File: config.mk
export PLATFORM = sky130hd
export DESIGN_NAME = fetch_dispatch
export DESIGN_NICKNAME = d
export VERILOG_FILES = /design/src/multi_core_pkg.sv /design/src/fetch_dispatch.sv
export VERILOG_INCLUDE_DIRS = /design/src
export SDC_FILE = /design/constraint.sdc
export NUM_CORES = 1
export LEC_CHECK = 0
export ABC_AREA = 1
export BUFFER_PORTS_ARGS = -buffer_cell sky130_fd_sc_hd__buf_2
export CORE_UTILIZATION = 30
export DETAILED_ROUTE_END_ITERATION = 7
export MAX_ROUTING_LAYER = met4
export PLACE_DENSITY = 0.61
export REMOVE_ABC_BUFFERS = 1
export SLEW_MARGIN = 40
export SYNTH_ARGS = -nofsm -noshare
export SYNTH_HDL_FRONTEND = slang
export SYNTH_SLANG_ARGS = --single-unit
File: constraint.sdc
create_clock -name clk_i -period 3.3 [get_ports clk_i]
set_clock_uncertainty 0.05 [all_clocks]
set_input_delay 0.99 -clock clk_i [delete_from_list [all_inputs] [get_ports clk_i]]
set_output_delay 0.99 -clock clk_i [all_outputs]
set_load 0.005 [all_outputs]
File: src/multi_core_settings.svh
/*
 * Size and width settings for the multi-core wrapper.
 * Include in any file that sizes ports or storage.
 */
`ifndef MULTI_CORE_SETTINGS_SVH
`define MULTI_CORE_SETTINGS_SVH

// number of core tiles.
`define CORE_ELS 2

// entries per fetch queue, a power of two.
`define QUEUE_ELS 8

`define PC_WIDTH 16
`define DATA_WIDTH 16

`endif

File: src/multi_core_pkg.sv
/*
 * Instruction types shared by the dispatcher, the fetch queues and the tiles.
 * A fetched word is read as an ALU form or a control form by its top bit.
 */
package multi_core_pkg;

   typedef enum logic [2:0] {
      op_add  = 3'd0,   // acc + imm.
      op_sub  = 3'd1,   // acc - imm.
      op_xor  = 3'd2,   // acc ^ imm.
      op_load = 3'd3    // acc = imm, codes 4..7 leave acc alone.
   } alu_op_e;

   typedef enum logic {
      ctl_mark   = 1'b0,
      ctl_replay = 1'b1
   } ctl_kind_e;

   typedef struct packed {
      logic        cls;   // 0 for this form.
      alu_op_e     op;
      logic [11:0] imm;
   } alu_instr_s;

   typedef struct packed {
      logic        cls;   // 1 for this form.
      ctl_kind_e   kind;
      logic [13:0] unused;
   } ctl_instr_s;

   typedef union packed {
      alu_instr_s alu;
      ctl_instr_s ctl;
   } instr_u;

endpackage

File: src/fetch_dispatch.sv
/*
 * Single staging register between the fetch stream and the per-core queues.
 * The staged word is offered only to the queue of its tagged core.
 */
`timescale 1ns/10ps
`include "multi_core_settings.svh"

module fetch_dispatch #(
   localparam int core_id_width_lp = (`CORE_ELS > 1) ? $clog2(`CORE_ELS) : 1
) (
   input  logic                          clk_i,
   input  logic                          rst_i,
   input  logic                          fetch_v_i,
   input  logic [core_id_width_lp-1:0]   fetch_core_i,
   input  logic [`PC_WIDTH-1:0]          fetch_pc_i,
   input  multi_core_pkg::instr_u        fetch_instr_i,
   output logic                          fetch_ready_o,
   input  logic [`CORE_ELS-1:0]          enq_ready_i,
   output logic [`CORE_ELS-1:0]          enq_v_o,
   output logic [`PC_WIDTH-1:0]          enq_pc_o,
   output multi_core_pkg::instr_u        enq_instr_o
);
   import multi_core_pkg::*;

   logic                        stage_v_r;
   logic [core_id_width_lp-1:0] stage_core_r;
   logic [`PC_WIDTH-1:0]        stage_pc_r;
   instr_u                      stage_instr_r;
   logic                        stage_leave;

   assign stage_leave   = stage_v_r & enq_ready_i[stage_core_r];
   assign fetch_ready_o = ~stage_v_r | stage_leave;   // empty or emptying.

   always_comb begin
      enq_v_o = '0;
      if (stage_v_r) enq_v_o[stage_core_r] = 1'b1;
   end

   assign enq_pc_o    = stage_pc_r;
   assign enq_instr_o = stage_instr_r;

   always_ff @(posedge clk_i) begin
      if (rst_i) begin
         stage_v_r <= 1'b0;
      end else if (fetch_ready_o) begin
         stage_v_r <= fetch_v_i;
      end
   end

   always_ff @(posedge clk_i) begin
      if (fetch_v_i && fetch_ready_o) begin
         stage_core_r  <= fetch_core_i;
         stage_pc_r    <= fetch_pc_i;
         stage_instr_r <= fetch_instr_i;
      end
   end

endmodule

==> results.md <==
- The endpoint arrival time on the critical path is roughly 1.5 ns.
- After clock tree synthesis, the flow added hold-fix buffers numbering 0.
- The dominant cell type by area after synthesis is edfxtp_1.
- The top cell type by area accounts for about 93% of the synthesized area.
- The tree is rooted in a clkbuf_4.
- The number of vias in the routed layout is approximately 710.
- The number of top-level design ports is 73.
- The ratio of total power to cell area is about 510 nW/um^2.
- The number of library cell types mapped by synthesis is 10.
- The total standard cell area after synthesis is about 1100 um^2.
- The CTS tree is yes.
- IR analysis of the VDD net gives a maximum drop of between 200 and 300 uV.
- In the global route stage, met1 resource usage came out at between 10% and 20%.
- The highest cell delay on the worst timing path is 0.14 ns.
- The run finished with clean final reports.
- The final worst-path cycle share is approximately three quarters.
- Across all hold checks on the routed design, the worst slack comes to 0.521 ns.
- The initial antenna violation count came to 0.
- The initial utilization of the core area, before any placement, comes to between 30% and 40%.
- The origin of the critical flop-to-flop path is stage_core_r.
- The maximum number of pins on one net before global-route repair is 34.
- The count of nets left with antenna violations once routing finished came out at 0.
- The type of element capturing the critical path is a primary output.
- The later pin in the worst-skew pair is clocked with a latency of 0.34 ns.
- The first global-routing pass estimated around 2.8 mm of wire.
- After detailed placement, the total cell area comes to 1510 um^2.
- In the synthesized netlist, the cells that appear most often are edfxtp_1, inv_1, nand2_1.
- The count of final hold-check violations is 0.
- The number of cells in the design after placement is ~160.
- The layout-stage area growth over the synthesis result is 46.7%.
- The clock net sink count is 34.
- met2 is the most crowded layer.
- In this design, the largest share of critical-path delay is due to simple AND/OR/NAND/NOR gates.
- In the synthesized netlist the async set-or-reset flop fraction comes to 0%.
- In this run the most critical hold path is launched from stage_v_r.
- The number of buffers created by CTS is 5.
- The detail-routed via count per cell is about 4.
- Once the clock tree was built, the setup fixing pass inserted 0 buffers.
- The number of global-route vias before repair is just over 700.
- The dominant synthesized flop cell is edfxtp_1.
- For this run, the register share of the synthesized area comes to 94.6%.
- After detailed routing, the number of remaining DRC violations is 0.
- In this run, synthesis inferred 33 flip-flops with an integrated enable.
- Measured against its own limit, the worst slew margin works out to 72.7%.
- The count of final max-slew check failures is 0.
- Setup violations remaining at the end of the flow were counted as 0.
- For the finished layout, the period the worst path requires is ~2.5 ns.
- The number of buffers on the longest clock path is 2.
- The total wirelength of the detailed-routed design is approximately 2 mm.
- The floorplan row count is 21.
- The instance count of the mapped netlist is 45.
- The all-layer global routing usage is roughly an eighth.
- The floorplan step set the die height to 61.7 um.
- The worst setup path is of the input port to primary output kind.
- In this run the horizontal extent of the chip is about 62 um.
- Yosys printed 0 warnings.
- The buffer and inverter count on the worst path is 2.
- Based on the critical path, the design can be clocked at up to between 300 and 400 MHz.
- The count of buffers added on input and output ports is between 70 and 80.
- The clock transition at the register clock pins on the worst setup and hold paths after CTS is about 0.10 ns.
- The H-tree generated during clock tree synthesis spans 2 levels.
- After routing the design area is between 1500 and 2000 um^2.
- STA puts the critical path data required time at 2.26 ns.
- At the end of the flow, the number of nets in the layout was between 150 and 200.
- The startpoint of the most critical setup path is enq_ready_i[1].
- For this design, the slowest cell found on the critical path is nand2_1.
- The non-filler instance count after layout is between 150 and 200.
- 0 antenna diodes ended up in the layout.
- The max-cap violation count is 0.
- The count of cells resized by post-cts repair is 0.
- For this run, the detailed router's first-pass iteration total came to 2.
- Global routing consumed, on the met3 layer, ~6.5% of the routing resources.
- The cell seen most often among critical-path stages is buf_2.
- In this run, the number of DRC markers left after iteration 0 of detailed routing was 14.
- The reported leakage power is 0.685 nW.
- For this run the aggregate overflow at the end of global routing stands at 0.
- In the post-synthesis netlist, the biggest area contributors are edfxtp_1, dfxtp_1, inv_1.
- The average wire length per cell after detail routing is 11.5 um.
- The most frequent cell after synthesis is edfxtp_1.
- The count of state elements after synthesis is 34.
- The proportion of layout cells with a drive suffix above 1 is roughly two thirds.
- The signal on the critical path passes through buf_2, nand2_1, nand3_2, buf_2.
- A synthesized cell averages roughly 24 um^2.
- The die covers approximately 3800 um^2.
- Along the worst path, the maximum fanout reaches 2.
- Detailed placement ended at an HPWL of between 1 and 1.5 mm.
- STA classifies the critical path startpoint as an input port.
- At the end of routability-driven placement, the weighted congestion stood at 0.630.
- Setup repair after global routing left no endpoint under its margin.
- The worst hold path class is register to register.
- In the global route stage, met2 resource usage came out at between 15 and 20%.
- The area of the core is between 3000 and 4000 um^2.
- For the pin with the worst max-slew slack, the measured transition is ~0.4 ns.
layout by cell type (no fill, tap or decap), drive strengths merged:
cell      instances
inv               4
clkinv            2
nor2              1
dfxtp             1
a31oi             1
edfxtp           33
nand3             1
nand2             3
clkbuf            5
clkinvlp          1
buf              73
a21oi             1
power by group:
part	leakage [nW]	total (mW)	internal, mW	switching, mW
clock	0.0312	0.223	0.0827	0.140
sequential	0.327	0.512	0.505	0.00735
combinational	0.326	0.0680	0.0351	0.0329
total	0.685	0.803	0.622	0.181
metrics by stage:
| step | setup TNS (ns) | util (%) | power, mW | worst slack (ns) |
|---|---|---|---|---|
| final | 0 | 46.6 | 0.803 | 0.777 |
| after global routing | 0 | 46.6 | 0.842 | 0.748 |
| after CTS | 0 | 46.6 | 0.819 | 0.765 |
| after global placement | 0 | 44.9 | 0.589 | 0.821 |
| after detailed placement | 0 | 44.9 | 0.592 | 0.768 |
| after floorplan | -4.04 | - | 0.540 | -0.122 |
layout make-up:
type	instances	area (um^2)
Clock buffer	5	37.5
Clock inverter	3	21.3
Fill cell	336	1800
Inverter	4	15.0
Multi-Input combinational cell	7	57.6
Sequential cell	34	1010
Tap cell	46	57.6
Timing Repair Buffer	73	368
sequential cells by signal, indices dropped and copies added, names as in the netlist:
register	cells
stage_v_r	1
enq_pc_o	16
stage_core_r	1
enq_instr_o	16
per-layer routing:
layer	up-vias	wire length (um)
met2	52	950
met1	318	716
met5	-	0
met4	0	68
met3	7	238
li1	329	-
worst paths after layout:
kind                                       to  slack [ns]  cells past startpoint
worst min register to register      stage_v_r        0.52                      2
worst max register to register   enq_pc_o[14]        1.75                      3
worst max-delay path            fetch_ready_o        0.78                      4
worst min-delay path                stage_v_r        0.52                      2
tightest hold or removal path: stages, from the launching register on:
cell and delay, ns:
dfxtp_1 0.38, nand3_2 0.11, a21oi_2 0.05
kinds of logic after synthesis:
group	Yosys count	synth area share (%)
compound gates	2	1.41
buf+inv	4	1.40
flops	34	94.6
simple gates	5	2.58
(Power assumes the default switching activity.)
