`config.mk`:
```
export PLATFORM = sky130hd
export DESIGN_NAME = core_tile
export DESIGN_NICKNAME = d
export VERILOG_FILES = /design/src/multi_core_pkg.sv /design/src/fe_queue_rolly.sv /design/src/core_tile.sv
export VERILOG_INCLUDE_DIRS = /design/src
export SDC_FILE = /design/constraint.sdc
export NUM_CORES = 1
export LEC_CHECK = 0
export BUFFER_PORTS_ARGS = -buffer_cell sky130_fd_sc_hd__buf_2
export CAP_MARGIN = 20
export CORE_MARGIN = 5
export CORE_UTILIZATION = 55
export CTS_CLUSTER_SIZE = 14
export DETAILED_ROUTE_END_ITERATION = 10
export PLACE_DENSITY = 0.76
export SYNTH_ARGS = -nofsm -noshare
export SYNTH_HDL_FRONTEND = slang
export SYNTH_SLANG_ARGS = --single-unit
```
`constraint.sdc`:
```
create_clock -name clk_i -period 4.19 [get_ports clk_i]
set_input_delay 0.838 -clock clk_i [delete_from_list [all_inputs] [get_ports clk_i]]
set_output_delay 0.838 -clock clk_i [all_outputs]
set_load 0.05 [all_outputs]
```
`src/multi_core_settings.svh`:
```
/*
 * Size and width settings for the multi-core wrapper.
 * Include in any file that sizes ports or storage.
 */
`ifndef MULTI_CORE_SETTINGS_SVH
`define MULTI_CORE_SETTINGS_SVH

// number of core tiles.
`define CORE_ELS 2

// entries per fetch queue, a power of two.
`define QUEUE_ELS 8

`define PC_WIDTH 16
`define DATA_WIDTH 16

`endif

```
`src/multi_core_pkg.sv`:
```
/*
 * Instruction types shared by the dispatcher, the fetch queues and the tiles.
 * A fetched word is read as an ALU form or a control form by its top bit.
 */
package multi_core_pkg;

   typedef enum logic [2:0] {
      op_add  = 3'd0,   // acc + imm.
      op_sub  = 3'd1,   // acc - imm.
      op_xor  = 3'd2,   // acc ^ imm.
      op_load = 3'd3    // acc = imm, codes 4..7 leave acc alone.
   } alu_op_e;

   typedef enum logic {
      ctl_mark   = 1'b0,
      ctl_replay = 1'b1
   } ctl_kind_e;

   typedef struct packed {
      logic        cls;   // 0 for this form.
      alu_op_e     op;
      logic [11:0] imm;
   } alu_instr_s;

   typedef struct packed {
      logic        cls;   // 1 for this form.
      ctl_kind_e   kind;
      logic [13:0] unused;
   } ctl_instr_s;

   typedef union packed {
      alu_instr_s alu;
      ctl_instr_s ctl;
   } instr_u;

endpackage

```
`src/fe_queue_rolly.sv`:
```
/*
 * Circular fetch queue with a checkpoint pointer behind the read pointer.
 * ckpt_inc_i retires one read entry, roll_i re-reads from the checkpoint.
 */
`timescale 1ns/10ps
`include "multi_core_settings.svh"

module fe_queue_rolly (
   input  logic                    clk_i,
   input  logic                    rst_i,
   input  logic                    ckpt_inc_i,
   input  logic                    roll_i,
   input  logic                    enq_v_i,
   input  logic [`PC_WIDTH-1:0]    enq_pc_i,
   input  multi_core_pkg::instr_u  enq_instr_i,
   output logic                    enq_ready_o,
   input  logic                    deq_i,
   output logic                    deq_v_o,
   output logic [`PC_WIDTH-1:0]    deq_pc_o,
   output multi_core_pkg::instr_u  deq_instr_o
);
   import multi_core_pkg::*;

   localparam int idx_width_lp = $clog2(`QUEUE_ELS);

   // pointers carry one wrap bit above the index.
   logic [idx_width_lp:0]   wptr_r;
   logic [idx_width_lp:0]   rptr_r;
   logic [idx_width_lp:0]   cptr_r;
   logic [idx_width_lp:0]   cptr_next;
   logic [`PC_WIDTH-1:0]    pc_mem [`QUEUE_ELS];
   instr_u                  instr_mem [`QUEUE_ELS];
   logic                    full;
   logic                    enq_fire;

   // full against the checkpoint so uncommitted entries survive.
   assign full = (wptr_r[idx_width_lp] != cptr_r[idx_width_lp]) &&
                 (wptr_r[idx_width_lp-1:0] == cptr_r[idx_width_lp-1:0]);

   assign enq_ready_o = ~full;
   assign enq_fire    = enq_v_i & ~full;

   assign deq_v_o     = (rptr_r != wptr_r);
   assign deq_pc_o    = pc_mem[rptr_r[idx_width_lp-1:0]];
   assign deq_instr_o = instr_mem[rptr_r[idx_width_lp-1:0]];

   assign cptr_next = ckpt_inc_i ? cptr_r + 1'b1 : cptr_r;

   always_ff @(posedge clk_i) begin
      if (rst_i) begin
         wptr_r <= '0;
         rptr_r <= '0;
         cptr_r <= '0;
      end else begin
         if (enq_fire) wptr_r <= wptr_r + 1'b1;
         if (roll_i) begin
            rptr_r <= cptr_next;   // roll wins over a dequeue.
         end else if (deq_i && deq_v_o) begin
            rptr_r <= rptr_r + 1'b1;
         end
         cptr_r <= cptr_next;
      end
   end

   always_ff @(posedge clk_i) begin
      if (enq_fire) begin
         pc_mem[wptr_r[idx_width_lp-1:0]]    <= enq_pc_i;
         instr_mem[wptr_r[idx_width_lp-1:0]] <= enq_instr_i;
      end
   end

endmodule

```
`src/core_tile.sv`:
```
/*
 * One core: a rolly fetch queue feeding a one-entry execute stage.
 * The execute entry holds the next accumulator until its commit handshake.
 * A first-time replay word rolls the queue back once instead of committing.
 */
`timescale 1ns/10ps
`include "multi_core_settings.svh"

module core_tile (
   input  logic                    clk_i,
   input  logic                    rst_i,
   input  logic                    enq_v_i,
   input  logic [`PC_WIDTH-1:0]    enq_pc_i,
   input  multi_core_pkg::instr_u  enq_instr_i,
   output logic                    enq_ready_o,
   output logic                    cmt_v_o,
   input  logic                    cmt_ready_i,
   output logic [`PC_WIDTH-1:0]    cmt_pc_o,
   output logic [`DATA_WIDTH-1:0]  cmt_value_o,
   output logic                    replay_o
);
   import multi_core_pkg::*;

   logic                    deq_v;
   logic                    deq;
   logic [`PC_WIDTH-1:0]    deq_pc;
   instr_u                  head;
   logic                    ex_v_r;
   logic                    ex_roll_r;
   logic                    replayed_r;
   logic [`PC_WIDTH-1:0]    ex_pc_r;
   logic [`DATA_WIDTH-1:0]  ex_next_r;
   logic [`DATA_WIDTH-1:0]  acc_r;
   logic [`DATA_WIDTH-1:0]  acc_base;
   logic [`DATA_WIDTH-1:0]  next_acc;
   logic [`DATA_WIDTH-1:0]  imm_ext;
   logic                    cmt_fire;
   logic                    head_roll;

   fe_queue_rolly queue (
      .clk_i       (clk_i),
      .rst_i       (rst_i),
      .ckpt_inc_i  (cmt_fire),
      .roll_i      (replay_o),
      .enq_v_i     (enq_v_i),
      .enq_pc_i    (enq_pc_i),
      .enq_instr_i (enq_instr_i),
      .enq_ready_o (enq_ready_o),
      .deq_i       (deq),
      .deq_v_o     (deq_v),
      .deq_pc_o    (deq_pc),
      .deq_instr_o (head)
   );

   assign cmt_v_o     = ex_v_r & ~ex_roll_r;
   assign cmt_pc_o    = ex_pc_r;
   assign cmt_value_o = ex_next_r;
   assign replay_o    = ex_v_r & ex_roll_r;
   assign cmt_fire    = cmt_v_o & cmt_ready_i;
   assign deq         = deq_v & (~ex_v_r | cmt_fire);

   // forward the committing value so back-to-back words see it.
   assign acc_base = cmt_fire ? ex_next_r : acc_r;
   assign imm_ext  = `DATA_WIDTH'(head.alu.imm);

   always_comb begin
      next_acc  = acc_base;
      head_roll = 1'b0;
      if (!head.alu.cls) begin
         case (head.alu.op)
            op_add:  next_acc = acc_base + imm_ext;
            op_sub:  next_acc = acc_base - imm_ext;
            op_xor:  next_acc = acc_base ^ imm_ext;
            op_load: next_acc = imm_ext;
            default: next_acc = acc_base;
         endcase
      end else begin
         // the flag clears when the replayed word commits this cycle.
         head_roll = (head.ctl.kind == ctl_replay) && !(replayed_r && !cmt_fire);
      end
   end

   always_ff @(posedge clk_i) begin
      if (rst_i) begin
         ex_v_r     <= 1'b0;
         ex_roll_r  <= 1'b0;
         replayed_r <= 1'b0;
         acc_r      <= '0;
      end else begin
         if (deq) begin
            ex_v_r    <= 1'b1;
            ex_roll_r <= head_roll;
         end else if (cmt_fire || replay_o) begin
            ex_v_r <= 1'b0;   // committed or discarded.
         end
         if (cmt_fire) acc_r <= ex_next_r;
         if (replay_o) begin
            replayed_r <= 1'b1;
         end else if (cmt_fire) begin
            replayed_r <= 1'b0;
         end
      end
   end

   always_ff @(posedge clk_i) begin
      if (deq) begin
         ex_pc_r   <= deq_pc;
         ex_next_r <= next_acc;
      end
   end

endmodule

```
==> results of run 1 <==
-- cells in the mapped netlist, types with 19 or more instances --
library cell / instances / area, µm²
a21oi_1: 23 / 115
inv_1: 20 / 75.1
nand2_1: 38 / 143
mux2_2: 22 / 248
nor2_1: 48 / 180
mux2i_1: 27 / 270
dfxtp_1: 34 / 681
edfxtp_1: 288 / 8650
ha_1: 19 / 238
xor2_1: 22 / 193
mux4_2: 46 / 1040
xnor2_1: 24 / 210
o21ai_0: 23 / 115
-- per-layer routing --
layer,global-route usage,up-vias
met3,0.0370,38
li1,-,3338
met1,0.277,3682
met5,0,-
met4,0.0363,8
met2,0.306,220
-- area by class of cell --
type | instances | area [µm²]
Clock buffer | 32 | 779
Multi-Input combinational cell | 411 | 4080
Fill cell | 1649 | 8630
Sequential cell | 322 | 9330
Clock inverter | 24 | 204
Timing Repair Buffer | 123 | 803
Inverter | 21 | 78.8
Tap cell | 324 | 405
-- where the power goes --
part | switching (µW) | total [µW] | internal (µW)
sequential | 145 | 4070 | 3920
combinational | 2620 | 4400 | 1790
clock | 1160 | 2690 | 1530
-- critical path: cells and delay by family (launching register included) --
kind / cells / cell delay [ns]
simple gates: 4 / 0.85
compound gates: 6 / 0.86
flops: 1 / 0.38
mux: 2 / 0.82
xor+xnor: 2 / 0.27
buf+inv: 2 / 0.27
fa+ha+maj: 1 / 0.27
-- through the flow --
stage                     setup slack [ns]  area, µm²  utilization  total power [µW]  TNS [ns]
after floorplan                     0.0914      13600            -              7360         0
after global placement               0.159      14600        0.600              8340         0
after detailed placement            0.0343      14600        0.600              8400         0
after CTS                          0.00921      15600        0.640             11100         0
after global routing               -0.0304      15700        0.645             11700   -0.0676
final                                0.172      15700        0.645             11200         0
-- registers in the layout, summed over array words and instances (netlist names), named ones only --
signal	flops
queue.rptr_r	4
ex_v_r	1
queue.wptr_r	4
ex_roll_r	1
acc_r	16
queue.cptr_r	4
queue.instr_mem	128
cmt_pc_o	16
queue.pc_mem	128
replayed_r	1
cmt_value_o	16
-- timing repair --
item,4_1_cts,5_1_grt
endpoints found under the setup margin,0,9
setup buffers,0,9
hold endpoints to repair,0,0
resized for setup,0,11
-- cell families (layout without fill, tap and decap cells) --
kind of cell,after synthesis,in the layout,share of synthesized area
adders and majority gates,20,20,0.0190
xor gates and xnor gates,46,46,0.0296
muxes,116,116,0.151
AOI/OAI and AO/OA,92,92,0.0452
and+or+nand+nor,137,137,0.0488
buffers and inverters,55,200,0.0197
DFF,322,322,0.686
-- worst min path at each step --
stage / cells past startpoint / to / from / slack, ns
2_1_floorplan: 2 / ex_roll_r / ex_roll_r / 0.46
3_3_place_gp: 2 / ex_roll_r / ex_roll_r / 0.47
3_5_place_dp: 2 / replayed_r / replayed_r / 0.49
4_1_cts: 2 / ex_roll_r / ex_roll_r / 0.50
5_1_grt: 1 / queue.pc_mem[6][7] / enq_pc_i[7] / 0.53
6_report: 2 / ex_roll_r / ex_roll_r / 0.49
==> impl_results.md, run 1 <==
* Outcome: finished clean
* Crit Path Max Fanout at 7
* Count of different cell masters after synthesis at 63
* Post-Syn Area at 13600 µm²
* Pwr Density at 712 nW/µm²
* Post-DRT Antenna Nets at 0
* DRC viols at 0
* Placed Cells at 1191
* Worst reg-to-reg setup slack at 0.17 ns
* Post-synthesis register bit count at 322
* Min cycle time layout at 4.02 ns
* Fraction of registers with async set or reset after synthesis at 0
* Max Cap Violations at 0
* Avg Cell Area, Syn at 17.3 µm²
* Slowest library cell on the worst path: mux4_2
* Total Die Area at 28000 µm²
* WL/cell at 21.6 µm
* Diodes inserted at 0
* Detail Placement HPWL at 16300 µm
* Final GP Congestion at 0.888
* Final setup fails at 0
* Endpoints failing hold at 0
* Clock Latency Late Sink at 0.57 ns
* Critical path cell sequence: buf_4, clkbuf_16, mux4_2, mux2i_4, and4bb_2, a21oi_1, nor2_1, xnor2_1, ha_1, a21o_1, a21o_1, nor4_2, nor2_1, a41oi_2, a21oi_1, xor2_1, o22ai_1
* Area grow syn2layout at 15.4%
* Worst Path Required at 4.48 ns
* Synth Net Count at 844
* Max clock buf depth at 3
* Global-route wire length before repair at 42200 µm
* Arr. time, crit path at 4.31 ns
* Critical Path End Type: flip-flop
* Nets at 966
* Max Fclk at 249 MHz
* Final Skew at 0.00888 ns
* CTS root buffer: clkbuf_16
* Post-synth EDFFs at 288
* Width of the die at 167 µm
* Row Count at 57
* Antenna violations before repair at 4
* Yosys warns at 0
* Met1 WL at 11700 µm
* Crit path capture: cmt_value_o[15]
* DR pass1 iterations at 5
* Worst Max-Slew Pin Slew at 0.844 ns
* VDD IR max at 0.676 mV
* 1st-iter DRT viols at 474
* Vias in the first global route at 7365
* Worst R2R Path Depth at 17
* Crit path launch type: flip-flop
* Reg2reg end: cmt_value_o[15]
* Non-Filler Instances at 1257
* Core ar. at 24300 µm²
* Vias at 7286
* Clock sink count at 322
* Met3 routed WL at 1790 µm
* Tightest Hold Check Type: flip-flop to flip-flop
* Slew Viols, Final at 0
* Layout cell share with drive strength beyond 1 at 0.290
* GRT Overall Usage at 0.190
* Final period util at 0.959
* Port Buffers at 70
* GR Overflow Total at 0
* Max layer used: met5
* Total CTS buffers at 31
* Most frequent cells in the layout: edfxtp_1 (288), buf_2 (70), buf_4 (48)
* Worst slew margin at 0.436
* Hold_buf cts at 0
* Smallest hold slack at 0.491 ns
* Number of vias per cell at 5.80
* Initial Utilization at 0.559
* DR WL met2 at 13200 µm
* Chip Height at 167 µm
* Most common cell after layout, fill and taps aside: edfxtp_1
* Worst Path Class, Setup: flip-flop to flip-flop
* Post-Syn Instances at 788
* Leak at 0.00560 µW
* Reg clk slew, reported paths at 0.06 ns
* Post-synthesis sequential area ratio at 0.686
* H-tree depth at 1
* Detailed Route WL at 27100 µm
* Largest net degree at the start of global routing at 36
* Max stage delay on crit path at 0.57 ns
* Main synth FF type: edfxtp_1
* CTS tree: done
* Io pins at 71
Power figures use the tool's default switching activity.
==> run 2: changes to the inputs <==
--- a/config.mk
+++ b/config.mk
@@ -6,13 +6,14 @@
 export SDC_FILE = /design/constraint.sdc
 export NUM_CORES = 1
 export LEC_CHECK = 0
-export BUFFER_PORTS_ARGS = -buffer_cell sky130_fd_sc_hd__buf_2
+export BUFFER_PORTS_ARGS = -buffer_cell sky130_fd_sc_hd__buf_4
 export CAP_MARGIN = 20
 export CORE_MARGIN = 5
-export CORE_UTILIZATION = 55
+export CORE_UTILIZATION = 54
 export CTS_CLUSTER_SIZE = 14
 export DETAILED_ROUTE_END_ITERATION = 10
-export PLACE_DENSITY = 0.76
+export PLACE_DENSITY = 0.75
+export SETUP_SLACK_MARGIN = 0.3
 export SYNTH_ARGS = -nofsm -noshare
 export SYNTH_HDL_FRONTEND = slang
 export SYNTH_SLANG_ARGS = --single-unit
==> impl_results.md, run 2 (same netlist as run 1, synthesis figures left out) <==
* Diodes inserted at 0 (unchanged)
* 1st-iter DRT viols at 518 (+9.3%)
* Critical Path End Type: flip-flop
* Tightest Hold Check Type: flip-flop to flip-flop
* Area of placed instances at 14800 µm² (+1.6%)
* Max clock buf depth at 3 (unchanged)
* Number of vias per cell at 5.72 (-1.3%)
* Worst Max-Slew Pin Slew at 0.800 ns (-0.0433 ns)
* Clock Latency Late Sink at 0.56 ns (about the same)
* Port Buffers at 70 (unchanged)
* Worst Path Required at 4.47 ns (about the same)
* Clock sink count at 322 (unchanged)
* GR Overflow Total at 0 (unchanged)
* Reg2reg end: cmt_value_o[13]
* Crit path launch type: flip-flop
* Row Count at 58 (+1.8%)
* Max stage delay on crit path at 0.58 ns (about the same)
* Total Die Area at 28400 µm² (+1.7%)
* Layout cell share with drive strength beyond 1 at 0.324 (+0.0337)
* DR pass1 iterations at 5 (unchanged)
* GRT Overall Usage at 0.187 (-0.00304)
* Pwr Density at 721 nW/µm² (+1.3%)
* Total CTS buffers at 31 (unchanged)
* Crit Path Max Fanout at 8 (+1)
* CTS tree: done
* Final GP Congestion at 0.858 (-3.3%)
* Max Fclk at 259 MHz (+4.0%)
* Slowest library cell on the worst path: mux4_1
* Worst Path Class, Setup: flip-flop to flip-flop
* Min cycle time layout at 3.87 ns (-0.153 ns)
* Area grow syn2layout at 18.0%
* Final period util at 0.922 (-0.0365)
* H-tree depth at 1 (unchanged)
* Detailed Route WL at 27100 µm (-0.18%)
* Most frequent cells in the layout: edfxtp_1 (288), buf_4 (131), mux4_2 (51)
* Worst R2R Path Depth at 15 (-2)
* Arr. time, crit path at 4.15 ns (-0.16 ns)
* Crit. path cell count at 15 (-2)
* Vias in the first global route at 7325 (-0.54%)
* Post-DRT Antenna Nets at 0 (unchanged)
* Initial Utilization at 0.545 (-0.0144)
* Final Skew at 0.00731 ns (-0.00157 ns)
* Worst slew margin at 0.465 (+0.0294)
* DRC viols at 0 (unchanged)
* Nets at 979 (+1.3%)
* Final setup fails at 0 (unchanged)
* Slew Viols, Final at 0 (unchanged)
* WL/cell at 21.2 µm (-1.7%)
* Max Cap Violations at 0 (unchanged)
* WP buf/inv at 2 (unchanged)
* Detail Placement HPWL at 16100 µm (-1.4%)
* Hold_buf cts at 0 (unchanged)
* RSZ-0062 raised after global routing: true
* Critical path cell sequence: buf_6, mux4_1, mux2i_2, ha_2, a21o_1, inv_1, ha_1, nor2b_4, o2111a_1, nor4_2, nor2_1, a41oi_2, nand2b_1, xnor2_1, o22ai_1
* CTS root buffer: clkbuf_16
* Worst reg-to-reg setup slack at 0.32 ns (+0.15 ns)
* Setup TNS at 0 ns (unchanged)
* VDD IR max at 0.455 mV (-33%)
* Most common cell after layout, fill and taps aside: edfxtp_1
* Io pins at 71 (unchanged)
* Filler cells at 1716 (+4.1%)
* Global-route wire length before repair at 41600 µm (-1.6%)
* CP top delay family: multiplexers
* Antenna violations before repair at 1 (-3)
* Core ar. at 25000 µm² (+2.6%)
* Endpoints failing hold at 0 (unchanged)
* Largest net degree at the start of global routing at 36 (unchanged)
* Vias at 7309 (+0.32%)
* Chip Height at 169 µm (+0.86%)
* Width of the die at 169 µm (+0.86%)
* Leak at 0.00571 µW (+1.9%)
* Hold_sp: ex_roll_r
* Crit path capture: cmt_value_o[13]
* Outcome: finished clean
* Finished Cell Area at 16000 µm² (+2.2%)
* Reg clk slew, reported paths at 0.06 ns (about the same)
run 2: repair_timing:
action                     CTS  global route
pin swaps                    3            23
gates resized for setup     15            30
cloned                       0             1
setup endpoints to repair    7             9
buffers inserted             4            11
run 2: metal layers:
layer,track usage,vias to the layer above,wire length (µm)
met3,0.0325,27,1490
li1,-,3368,-
met2,0.310,195,13400
met1,0.267,3717,11900
met4,0.0342,2,307
met5,0,-,20
run 2: area by class of cell:
cell class,instances,area (µm²),area share
Sequential cell,322,9340,0.582
Timing Repair Buffer,136,1070,0.0670
Clock buffer,36,795,0.0496
Multi-Input combinational cell,411,4170,0.260
Tap cell,330,413,0.0258
Clock inverter,21,171,0.0107
Inverter,21,78.8,0.00492
run 2: how the worst min path moves through the flow:
stage / to / slack (ns) / cells past startpoint
6_report: ex_roll_r / 0.48 / 2
5_1_grt: queue.pc_mem[0][6] / 0.48 / 1
4_1_cts: queue.pc_mem[7][8] / 0.48 / 1
3_5_place_dp: ex_roll_r / 0.48 / 2
3_3_place_gp: ex_roll_r / 0.47 / 2
2_1_floorplan: ex_roll_r / 0.46 / 2
run 2: tightest hold or removal path, delay by kind of cell, from the launching register on:
family | cells | cell delay [ns]
DFF | 1 | 0.32
and+or+nand+nor | 1 | 0.06
AOI/OAI and AO/OA | 1 | 0.05
run 2: through the flow:
| step | utilization | worst slack, ns | power [µW] | hold slack (ns) | cells |
|---|---|---|---|---|---|
| floorplan | - | 0.122 | 7370 | 0.456 | 788 |
| global placement | 0.594 | 0.166 | 8550 | 0.471 | 1204 |
| detailed placement | 0.594 | 0.118 | 8610 | 0.480 | 1204 |
| CTS | 0.635 | 0.304 | 11300 | 0.481 | 1265 |
| global route | 0.642 | 0.172 | 12100 | 0.478 | 1277 |
| finish | 0.642 | 0.325 | 11600 | 0.480 | 1277 |
run 2: where the power goes:
group | switching [µW] | internal (µW) | leakage (µW) | total, µW
Clock | 1150 | 1490 | 0.000474 | 2640
Combinational | 2740 | 2100 | 0.00232 | 4840
Sequential | 154 | 3930 | 0.00292 | 4080
==> run 3: changes to the inputs <==
--- a/config.mk
+++ b/config.mk
@@ -8,11 +8,14 @@
 export LEC_CHECK = 0
 export BUFFER_PORTS_ARGS = -buffer_cell sky130_fd_sc_hd__buf_4
 export CAP_MARGIN = 20
+export CELL_PAD_IN_SITES_DETAIL_PLACEMENT = 1
+export CELL_PAD_IN_SITES_GLOBAL_PLACEMENT = 2
 export CORE_MARGIN = 5
-export CORE_UTILIZATION = 54
+export CORE_UTILIZATION = 50
 export CTS_CLUSTER_SIZE = 14
 export DETAILED_ROUTE_END_ITERATION = 10
-export PLACE_DENSITY = 0.75
+export PLACE_DENSITY_LB_ADDON = 0.1
+export REMOVE_ABC_BUFFERS = 1
 export SETUP_SLACK_MARGIN = 0.3
 export SYNTH_ARGS = -nofsm -noshare
 export SYNTH_HDL_FRONTEND = slang
==> constraint.sdc (replaced) <==
create_clock -name clk_i -period 4.6 [get_ports clk_i]
set_input_delay 0.92 -clock clk_i [delete_from_list [all_inputs] [get_ports clk_i]]
set_output_delay 0.92 -clock clk_i [all_outputs]
set_load 0.05 [all_outputs]
==> impl_results.md, run 3 (same netlist as run 1, synthesis figures left out) <==
* Outcome: finished clean
* Total Die Area at 30600 µm² (+7.5%)
* H-tree depth at 2 (+1)
* Crit path launch type: flip-flop
* Reg clk slew, reported paths at 0.06 ns (about the same)
* Placed Cells at 1197 (-0.58%)
* Setup TNS at 0 ns (unchanged)
* Number of vias per cell at 5.68 (-0.71%)
* GR Overflow Total at 0 (unchanged)
* Clock sink count at 322 (unchanged)
* Worst R2R Path Depth at 16 (+1)
* Leak at 0.00572 µW (+0.18%)
* Worst reg-to-reg setup slack at 0.43 ns (+0.10 ns)
* Area of placed instances at 14700 µm² (-0.99%)
* Final GP Congestion at 0.800 (-6.8%)
* Reg2reg end: cmt_value_o[15]
* Global-route wire length before repair at 46700 µm (+12%)
* Worst slew margin at 0.413 (-0.0526)
* Total power at 10800 µW (-6.9%)
* Critical Path End Type: flip-flop
* Detail Placement HPWL at 18600 µm (+16%)
* Vias at 7229 (-1.1%)
* Area grow syn2layout at 17.9% (about the same)
* DRC viols at 0 (unchanged)
* Worst Path Class, Setup: flip-flop to flip-flop
* Port Buffers at 70 (unchanged)
* Min cycle time layout at 4.17 ns (+0.309 ns)
* Crit Path Max Fanout at 16 (+8)
* Core ar. at 26900 µm² (+7.7%)
* Total CTS buffers at 35 (+13%)
* Worst Max-Slew Pin Slew at 0.879 ns (+0.0787 ns)
* Io pins at 71 (unchanged)
* Vias in the first global route at 7873 (+7.5%)
* Final Skew at 0.00938 ns (+0.00207 ns)
* CTS root buffer: clkbuf_16
* Chip Height at 175 µm (+3.7%)
* Width of the die at 175 µm (+3.7%)
* Endpoints failing hold at 0 (unchanged)
* Worst Path Required at 4.83 ns (+0.36 ns)
* Largest net degree at the start of global routing at 36 (unchanged)
* Layout cell share with drive strength beyond 1 at 0.291 (-0.0331)
* Arr. time, crit path at 4.40 ns (+0.25 ns)
* Max clock buf depth at 3 (unchanged)
* Row Count at 60 (+3.4%)
* Max Cap Violations at 0 (unchanged)
* CTS tree: done
* Post-DRT Antenna Nets at 0 (unchanged)
* Diodes inserted at 0 (unchanged)
* Slew Viols, Final at 0 (unchanged)
* 1st-iter DRT viols at 409 (-21%)
* Nets at 962 (-1.7%)
* Detailed Route WL at 29900 µm (+10%)
* Worst Hold Path EP: ex_roll_r
* Finished Cell Area at 16000 µm² (about the same)
* Antenna violations before repair at 0 (-1)
* WL/cell at 23.5 µm (+11%)
* Final period util at 0.907 (-0.0151)
* Final setup fails at 0 (unchanged)
* Hold depth at 2 (unchanged)
* Dpl ws at 0.196 ns (+0.0777 ns)
* Final Worst Setup Slack at 0.426 ns (+0.101 ns)
* Most common cell after layout, fill and taps aside: edfxtp_1
* VDD IR max at 0.346 mV (-24%)
* GRT Overall Usage at 0.198 (+0.0115)
* Most frequent cells in the layout: edfxtp_1 (288), buf_4 (112), mux4_2 (46)
* DR pass1 iterations at 4 (-1)
* RSZ-0062 raised after global routing: true
* Max Fclk at 240 MHz (-7.4%)
* Area of the multi-input gates at 4110 µm² (-1.3%)
* Filler cells at 2404 (+40%)
* Register area at 9330 µm² (about the same)
* Hold_sp: ex_roll_r
* Initial Utilization at 0.506 (-0.0387)
* Clock Latency Late Sink at 0.51 ns (-0.05 ns)
* Non-Filler Instances at 1272 (-0.39%)
* Tightest Hold Check Type: flip-flop to flip-flop
* Hold_buf cts at 0 (unchanged)
* Pwr Density at 672 nW/µm² (-6.8%)
==> run 3: worst max-delay path, stage by stage, from the launching register on <==
cell	delay, ns
dfxtp_2	0.38
buf_12	0.18
mux4_1	0.56
mux2_2	0.33
and4bb_1	0.34
a21oi_1	0.11
nor2_1	0.14
xnor2_1	0.19
ha_2	0.37
a21o_1	0.18
a21o_1	0.20
a41oi_1	0.22
nor2_2	0.09
a41oi_2	0.24
a21oi_1	0.12
xor2_1	0.15
o22ai_1	0.10
==> run 3: what timing repair did <==
| item | CTS | global route |
|---|---|---|
| pin swaps | 0 | 7 |
| resized for setup | 2 | 14 |
| gates cloned | 1 | 0 |
| setup endpoints to repair | 2 | 6 |
| buffers inserted | 0 | 12 |
==> run 3: worst max-delay path by stage <==
stage / start / end
final: flip-flop / cmt_value_o[15]
after global routing: flip-flop / cmt_value_o[15]
after CTS: flip-flop / cmt_value_o[15]
after detailed placement: flip-flop / cmt_value_o[15]
after global placement: flip-flop / cmt_value_o[15]
after floorplan: flip-flop / cmt_value_o[15]
==> run 3: layout make-up <==
| class | count | share of cell area |
|---|---|---|
| clock buffers | 43 | 0.0592 |
| inverters | 21 | 0.00492 |
| multi-input cells | 411 | 0.257 |
| repair buffers | 115 | 0.0570 |
| flip-flops and latches | 322 | 0.582 |
| well taps | 341 | 0.0266 |
| clock inverters | 19 | 0.0131 |
==> run 3: stage by stage <==
step                utilization  hold WS [ns]
floorplan                     -         0.439
global placement          0.546         0.480
detailed placement        0.546         0.486
CTS                       0.591         0.495
global route              0.596         0.514
finish                    0.596         0.495
==> run 3: layer usage <==
metal | track usage | part of all wire | vias up
met1 | 0.279 | 0.45 | 3725
met4 | 0.0409 | 0.013 | 0
li1 | - | - | 3334
met3 | 0.0316 | 0.040 | 32
met2 | 0.333 | 0.50 | 138
met5 | 0 | 0 | -
==> run 3: power by group <==
part	internal (µW)	switching [µW]	leakage [µW]
combinational	1750	2510	0.00223
sequential	3580	129	0.00292
clock	1700	1100	0.000569
total	7030	3730	0.00572
